## src/hw/oric_defines.svh

```systemverilog
`ifndef ORIC_DEFINES_SVH
`define ORIC_DEFINES_SVH

// Width of one VGA colour channel at the board pins
`define COLOR_BITS 6

// Width of the audio sample from the sound generator
`define DAC_BITS 16

`endif

```

## src/hw/oric_pkg.sv

```systemverilog
package oric_pkg;

	// The eight Oric colours, coded as {b,g,r}
	typedef enum logic [2:0] {
		black   = 3'd0,
		red     = 3'd1,
		green   = 3'd2,
		yellow  = 3'd3,
		blue    = 3'd4,
		magenta = 3'd5,
		cyan    = 3'd6,
		white   = 3'd7
	} oric_color_t;

	// Darkening applied to odd lines
	typedef enum logic [1:0] {
		sl_none = 2'd0, // Lines pass unchanged
		sl_25   = 2'd1,
		sl_50   = 2'd2,
		sl_75   = 2'd3
	} scanline_mode_t;

endpackage

```

## src/hw/line_tracker.sv

```systemverilog
`timescale 1ns/1ps

module line_tracker (
	input  logic clk_24,
	input  logic rst_n,
	input  logic hs,
	input  logic vs,
	output logic odd_line,
	output logic hs_d,
	output logic vs_d
);

	logic hs_prev;
	logic hs_rise;
	logic parity;
	logic parity_next;

	assign hs_rise = hs & ~hs_prev;

	// Vertical sync wins over a horizontal edge in the same cycle
	always_comb begin
		if (vs)
			parity_next = 1'b0;
		else if (hs_rise)
			parity_next = ~parity;
		else
			parity_next = parity;
	end

	always_ff @(posedge clk_24) begin
		if (!rst_n) begin
			hs_prev <= 1'b0;
			parity  <= 1'b0;
		end else begin
			hs_prev <= hs;
			parity  <= parity_next;
		end
	end

	// Syncs take the same single register stage as the colour expander
	always_ff @(posedge clk_24) begin
		if (!rst_n) begin
			hs_d <= 1'b0;
			vs_d <= 1'b0;
		end else begin
			hs_d <= hs;
			vs_d <= vs;
		end
	end

	assign odd_line = parity; // Parity register lines up with the expander output

	// A frame always starts on an even line
	frame_starts_even: assert property (
		@(posedge clk_24) disable iff (!rst_n)
		$past(vs) |-> !odd_line
	) else $error("odd_line high after vs");

endmodule

```

## src/hw/color_expander.sv

```systemverilog
`timescale 1ns/1ps
`include "oric_defines.svh"

module color_expander (
	input  logic                   clk_24,
	input  logic                   rst_n,
	input  logic                   r,
	input  logic                   g,
	input  logic                   b,
	input  logic                   hs,
	input  logic                   vs,
	output logic [`COLOR_BITS-1:0] exp_r,
	output logic [`COLOR_BITS-1:0] exp_g,
	output logic [`COLOR_BITS-1:0] exp_b
);

	import oric_pkg::*;

	localparam logic [`COLOR_BITS-1:0] FULL = '1;
	localparam logic [`COLOR_BITS-1:0] NONE = '0;

	oric_color_t                     index;
	logic        [3*`COLOR_BITS-1:0] rgb;

	assign index = oric_color_t'({b, g, r});

	// Palette lookup, packed as {r,g,b}
	always_comb begin
		case (index)
			black:   rgb = {NONE, NONE, NONE};
			red:     rgb = {FULL, NONE, NONE};
			green:   rgb = {NONE, FULL, NONE};
			yellow:  rgb = {FULL, FULL, NONE};
			blue:    rgb = {NONE, NONE, FULL};
			magenta: rgb = {FULL, NONE, FULL};
			cyan:    rgb = {NONE, FULL, FULL};
			default: rgb = {FULL, FULL, FULL}; // White
		endcase
	end

	always_ff @(posedge clk_24) begin
		if (!rst_n || hs || vs) begin // Blank during either sync
			{exp_r, exp_g, exp_b} <= '0;
		end else begin
			{exp_r, exp_g, exp_b} <= rgb;
		end
	end

	channels_full_scale: assert property (
		@(posedge clk_24) disable iff (!rst_n)
		(exp_r == NONE || exp_r == FULL) && (exp_g == NONE || exp_g == FULL) &&
		(exp_b == NONE || exp_b == FULL)
	) else $error("expanded colour not 0 or 63");

endmodule

```

## src/hw/scanline_mixer.sv

```systemverilog
`timescale 1ns/1ps
`include "oric_defines.svh"

module scanline_mixer (
	input  logic                     clk_24,
	input  logic                     rst_n,
	input  oric_pkg::scanline_mode_t scanline_mode,
	input  logic                     odd_line,
	input  logic                     hs_d,
	input  logic                     vs_d,
	input  logic [`COLOR_BITS-1:0]   exp_r,
	input  logic [`COLOR_BITS-1:0]   exp_g,
	input  logic [`COLOR_BITS-1:0]   exp_b,
	output logic [`COLOR_BITS-1:0]   VGA_R,
	output logic [`COLOR_BITS-1:0]   VGA_G,
	output logic [`COLOR_BITS-1:0]   VGA_B,
	output logic                     VGA_HS,
	output logic                     VGA_VS
);

	import oric_pkg::*;

	logic [`COLOR_BITS-1:0] mix_r;
	logic [`COLOR_BITS-1:0] mix_g;
	logic [`COLOR_BITS-1:0] mix_b;

	// CRT style darkening of one channel
	function automatic logic [`COLOR_BITS-1:0] darken(
		input logic [`COLOR_BITS-1:0] c,
		input scanline_mode_t         mode
	);
		case (mode)
			sl_25:   darken = c - (c >> 2);
			sl_50:   darken = c >> 1;
			sl_75:   darken = c >> 2;
			default: darken = c;
		endcase
	endfunction

	assign mix_r = odd_line ? darken(exp_r, scanline_mode) : exp_r;
	assign mix_g = odd_line ? darken(exp_g, scanline_mode) : exp_g;
	assign mix_b = odd_line ? darken(exp_b, scanline_mode) : exp_b;

	always_ff @(posedge clk_24) begin
		if (!rst_n) begin
			VGA_R  <= '0;
			VGA_G  <= '0;
			VGA_B  <= '0;
			VGA_HS <= 1'b0;
			VGA_VS <= 1'b0;
		end else begin
			VGA_R  <= mix_r;
			VGA_G  <= mix_g;
			VGA_B  <= mix_b;
			VGA_HS <= hs_d; // Second sync stage, matching the colour
			VGA_VS <= vs_d;
		end
	end

	even_line_passes: assert property (
		@(posedge clk_24) disable iff (!rst_n)
		!odd_line |=> (VGA_R == $past(exp_r)) && (VGA_G == $past(exp_g)) &&
			(VGA_B == $past(exp_b))
	) else $error("even line colour altered");

endmodule

```

## src/hw/sigma_delta_dac.sv

```systemverilog
`timescale 1ns/1ps
`include "oric_defines.svh"

module sigma_delta_dac (
	input  logic                 clk_24,
	input  logic                 rst_n,
	input  logic [`DAC_BITS-1:0] sample,
	output logic                 dac_out
);

	logic [`DAC_BITS:0] acc; // Top bit holds the carry of the last addition

	// Only the lower bits feed back, so the carry rate tracks sample/2^16
	always_ff @(posedge clk_24) begin
		if (!rst_n)
			acc <= '0;
		else
			acc <= {1'b0, acc[`DAC_BITS-1:0]} + {1'b0, sample};
	end

	assign dac_out = acc[`DAC_BITS];

endmodule

```

## src/hw/oric_av_out.sv

```systemverilog
`timescale 1ns/1ps
`include "oric_defines.svh"

module oric_av_out (
	input  logic                     clk_24,
	input  logic                     rst_n,
	input  logic                     r,
	input  logic                     g,
	input  logic                     b,
	input  logic                     hs,
	input  logic                     vs,
	input  oric_pkg::scanline_mode_t scanline_mode,
	input  logic [`DAC_BITS-1:0]     audio,
	output logic [`COLOR_BITS-1:0]   VGA_R,
	output logic [`COLOR_BITS-1:0]   VGA_G,
	output logic [`COLOR_BITS-1:0]   VGA_B,
	output logic                     VGA_HS,
	output logic                     VGA_VS,
	output logic                     AUDIO_L,
	output logic                     AUDIO_R
);

	logic                   odd_line;
	logic                   hs_d;
	logic                   vs_d;
	logic [`COLOR_BITS-1:0] exp_r;
	logic [`COLOR_BITS-1:0] exp_g;
	logic [`COLOR_BITS-1:0] exp_b;
	logic                   dac_out;

	// Tracker and expander both take one cycle, so their outputs meet aligned
	line_tracker line_tracker_i (
		.clk_24   (clk_24),
		.rst_n    (rst_n),
		.hs       (hs),
		.vs       (vs),
		.odd_line (odd_line),
		.hs_d     (hs_d),
		.vs_d     (vs_d)
	);

	color_expander color_expander_i (
		.clk_24 (clk_24),
		.rst_n  (rst_n),
		.r      (r),
		.g      (g),
		.b      (b),
		.hs     (hs),
		.vs     (vs),
		.exp_r  (exp_r),
		.exp_g  (exp_g),
		.exp_b  (exp_b)
	);

	scanline_mixer scanline_mixer_i (
		.clk_24        (clk_24),
		.rst_n         (rst_n),
		.scanline_mode (scanline_mode),
		.odd_line      (odd_line),
		.hs_d          (hs_d),
		.vs_d          (vs_d),
		.exp_r         (exp_r),
		.exp_g         (exp_g),
		.exp_b         (exp_b),
		.VGA_R         (VGA_R),
		.VGA_G         (VGA_G),
		.VGA_B         (VGA_B),
		.VGA_HS        (VGA_HS),
		.VGA_VS        (VGA_VS)
	);

	sigma_delta_dac sigma_delta_dac_i (
		.clk_24  (clk_24),
		.rst_n   (rst_n),
		.sample  (audio),
		.dac_out (dac_out)
	);

	assign AUDIO_L = dac_out;
	assign AUDIO_R = dac_out; // Mono source on both pins

endmodule

```

## config.mk

```make
export PLATFORM = sky130hd
export DESIGN_NAME = oric_av_out
export DESIGN_NICKNAME = d
export VERILOG_FILES = /design/src/hw/oric_pkg.sv /design/src/hw/line_tracker.sv /design/src/hw/color_expander.sv /design/src/hw/scanline_mixer.sv /design/src/hw/sigma_delta_dac.sv /design/src/hw/oric_av_out.sv
export VERILOG_INCLUDE_DIRS = /design/src /design/src/hw
export SDC_FILE = /design/constraint.sdc
export NUM_CORES = 1
export LEC_CHECK = 0
export BUFFER_PORTS_ARGS = -buffer_cell sky130_fd_sc_hd__buf_2
export CORE_ASPECT_RATIO = 2
export CORE_UTILIZATION = 50
export CTS_CLUSTER_SIZE = 24
export DETAILED_ROUTE_END_ITERATION = 12
export PLACE_DENSITY_LB_ADDON = 0.1
export SETUP_SLACK_MARGIN = 0.15
export SLEW_MARGIN = 40
export SYNTH_ARGS = -nofsm -noshare
export SYNTH_HDL_FRONTEND = slang
export SYNTH_SLANG_ARGS = --single-unit
```

## constraint.sdc

```tcl
create_clock -name clk_24 -period 6.2 [get_ports clk_24]
set_input_delay 1.24 -clock clk_24 [delete_from_list [all_inputs] [get_ports clk_24]]
set_output_delay 1.24 -clock clk_24 [all_outputs]
set_load 0.005 [all_outputs]
```

==> flow_metrics.env <==
export IMPL_drc_errors=0
export IMPL_crit_path_top_delay_cell="fa_1"
export IMPL_viasPerCell=5.62
export IMPL_critPathLaunchType="input port"
export IMPL_nets=275
export IMPL_dpl_hpwl_um=2870
export IMPL_min_path_cells=1
export IMPL_maxCapViolCount=0
export IMPL_postCtsHoldBufs=0
export IMPL_crit_reg2reg_launch="sigma_delta_dac_i.acc[0]"
export IMPL_mostFrequentLayoutCell="buf_2"
export IMPL_initial_core_util_pct=52.6
export IMPL_end_kind="register"
export IMPL_clockRootBuffer="clkbuf_8"
export IMPL_slew_headroom_pct=73.2
export IMPL_seq_area_frac_synth_pct=38.3
export IMPL_cts_buffer_depth=2
export IMPL_reg2reg_to="sigma_delta_dac_i.acc[12]"
export IMPL_grt_pass1_vias=1554
export IMPL_grt_pass1_wl_um=6310
export IMPL_critPathMaxStageDelay_ns=0.44
export IMPL_ant_nets=0
export IMPL_cp_data_required_time_ns=6.37
export IMPL_area_growth_pct=18.3
export IMPL_multiInputGateArea_um2=1000
export IMPL_hold_end="scanline_mixer_i.VGA_VS"
export IMPL_outcome="finished clean"
export IMPL_period_share_pct=46.1
export IMPL_path_delay_family="adder cells"
export IMPL_synth_area_leaders="dfxtp_1 (38%), ha_1 (11%), buf_4 (4.2%)"
export IMPL_num_rows=30
export IMPL_fin_skew_ns=0.00305
export IMPL_avgSynthCellArea_um2=9.25
export IMPL_finalInstanceArea_um2=2100
export IMPL_cts_sinks=34
export IMPL_yosysUniqueCellTypes=44
export IMPL_hp_class="reg2reg"
export IMPL_mostFrequentLayoutCells="buf_2 (46), dfxtp_1 (34), nor2_1 (16), ha_1 (16), nand2_1 (14)"
export IMPL_cts_setup_buffers=0
export IMPL_routedWlPerCell_um=13.8
export IMPL_fin_cells=266
export IMPL_regArea_um2=681
export IMPL_syn_area_um2=1780
export IMPL_syn_num_nets=234
export IMPL_grt_use_total_pct=22.3
export IMPL_drt_iter0_drc=26
export IMPL_cts_buffers=5
export IMPL_power_density_nw_per_um2=424
export IMPL_die_w_um=44.2
export IMPL_leakagePower_nw=1.06
export IMPL_placed_cells=258
export IMPL_wl_um=3660
export IMPL_setup_violations=0
export IMPL_tns_ns=0
export IMPL_fmax_mhz=350
export IMPL_syn_instance_count=192
export IMPL_synth_ff_type="dfxtp_1"
export IMPL_die_area_um2=3810
export IMPL_path_class="in2reg"
export IMPL_fin_crit_ns=2.86
export IMPL_antenna_found_initial=0
export IMPL_ir_drop_mv=0.262
export IMPL_worst_path_buf_inv=1
export IMPL_htreeDepth=2
export IMPL_vias=1495
export IMPL_finalHoldViolCount=0
export IMPL_gp_congestion=0.798
export IMPL_worstMarginPinSlew_ns=0.398
export IMPL_path_max_fanout=5
export IMPL_drive_gt1_share_pct=26.9
export IMPL_num_io_pins=47
export IMPL_cts_resized=0
export IMPL_clk_pin_slew_ns=0.07
export IMPL_cts_tree="yes"
export IMPL_gr_total_overflow=0
export IMPL_portBuffers=46
export IMPL_grt_max_degree=22
export IMPL_synthArstFlopShare_pct=0
export IMPL_final_max_slew_viol_count=0
export IMPL_insertion_delay_ns=0.29
export IMPL_yosysTopAreaCellShare_pct=38.3
export IMPL_ff2ff_path_depth=7
export IMPL_synth_top_area_cell="dfxtp_1"
export IMPL_die_y_um=86.3
export IMPL_fill_cells=303
export IMPL_arrival_ns=3.04
export IMPL_synth_edf_count=0
export IMPL_rrSetupSlack_ns=4.10
export IMPL_hold_start="line_tracker_i.vs_d"
export IMPL_antennaDiodeCount=0
export IMPL_rsz0062_at_grt="false"
export IMPL_ys_seq_elements=34
export IMPL_ys_warn_count=0
export IMPL_place_area_um2=1960
export IMPL_path_cells="buf_2 -> ha_1 -> fa_1 -> a211o_1 -> and3_4 -> o21a_4 -> nor3_1 -> nor3b_2"
export IMPL_core_area_um2=3380
export IMPL_dr_pass1_iters=6
==> layout make-up <==
cell class                 instances  share of cell area [%]
timing repair buffer              46                    11.0
clock inverter                     3                    3.27
sequential                        34                    32.4
clock buffer                       5                    3.27
tap                               32                    1.90
inverter                           3                   0.536
multi-input combinational        143                    47.7
==> cells by family after synthesis <==
| logic type | Yosys count | synth area share (%) |
|---|---|---|
| xor gates and xnor gates | 7 | 3.45 |
| DFF | 34 | 38.3 |
| and+or+nand+nor | 62 | 18.0 |
| adders and majority gates | 17 | 12.4 |
| muxes | 3 | 1.69 |
| AOI/OAI and AO/OA | 54 | 20.9 |
| buffers and inverters | 15 | 5.28 |
==> worst max-delay path by stage <==
stage,start,end,slack [ns],depth (start not counted)
after global placement,audio[0],sigma_delta_dac_i.acc[12],3.07,8
final,audio[0],sigma_delta_dac_i.acc[12],3.34,8
after detailed placement,audio[0],sigma_delta_dac_i.acc[12],3.04,8
after CTS,audio[0],sigma_delta_dac_i.acc[12],3.34,8
after floorplan,audio[0],sigma_delta_dac_i.acc[12],3.24,7
after global routing,audio[0],sigma_delta_dac_i.acc[14],3.25,7
==> cell usage after synthesis (2+ instances only) <==
cell type	n
nor2_1	16
xnor2_1	6
mux2i_1	3
o21ai_1	4
clkbuf_1	2
inv_1	2
a211oi_1	6
nand2_1	14
nand2b_1	4
o21bai_1	2
or2_1	2
ha_1	16
nor3_1	3
a21o_1	5
dfxtp_1	34
o21ai_0	7
nand3_1	3
and3_1	4
buf_4	10
o21a_1	3
a21oi_1	13
and2_1	10
a31oi_1	2
==> flip-flops by register name (all words and copies together) (netlist names) <==
| register | count |
|---|---|
| line_tracker_i.hs_prev | 1 |
| line_tracker_i.vs_d | 1 |
| color_expander_i.exp_b | 1 |
| scanline_mixer_i.VGA_B | 3 |
| scanline_mixer_i.VGA_VS | 1 |
| color_expander_i.exp_r | 1 |
| scanline_mixer_i.VGA_HS | 1 |
| line_tracker_i.odd_line | 1 |
| sigma_delta_dac_i.acc | 17 |
| scanline_mixer_i.VGA_R | 3 |
| color_expander_i.exp_g | 1 |
| scanline_mixer_i.VGA_G | 3 |
==> through the flow <==
stage          hold WS, ns  setup WS (ns)  power [mW]  utilization (%)
2_1_floorplan        0.412           3.24       0.575                -
3_3_place_gp         0.418           3.07       0.638             58.1
3_5_place_dp         0.452           3.04       0.650             58.1
4_1_cts              0.473           3.34       0.900             62.2
5_1_grt              0.487           3.25       0.962             62.2
6_report             0.469           3.34       0.892             62.2
==> layer usage <==
layer	global-route usage, %	vias up	wire length, um
met4	15.7	0	112
met1	20.4	678	1260
met2	40.4	43	2150
met5	0	-	0
li1	-	762	-
met3	5.00	12	145
==> where the power goes <==
group | total, mW | internal (mW) | switching [mW]
combinational | 0.366 | 0.168 | 0.198
clock | 0.245 | 0.161 | 0.0843
sequential | 0.281 | 0.264 | 0.0168
total | 0.892 | 0.593 | 0.299
(Power assumes the default switching activity.)
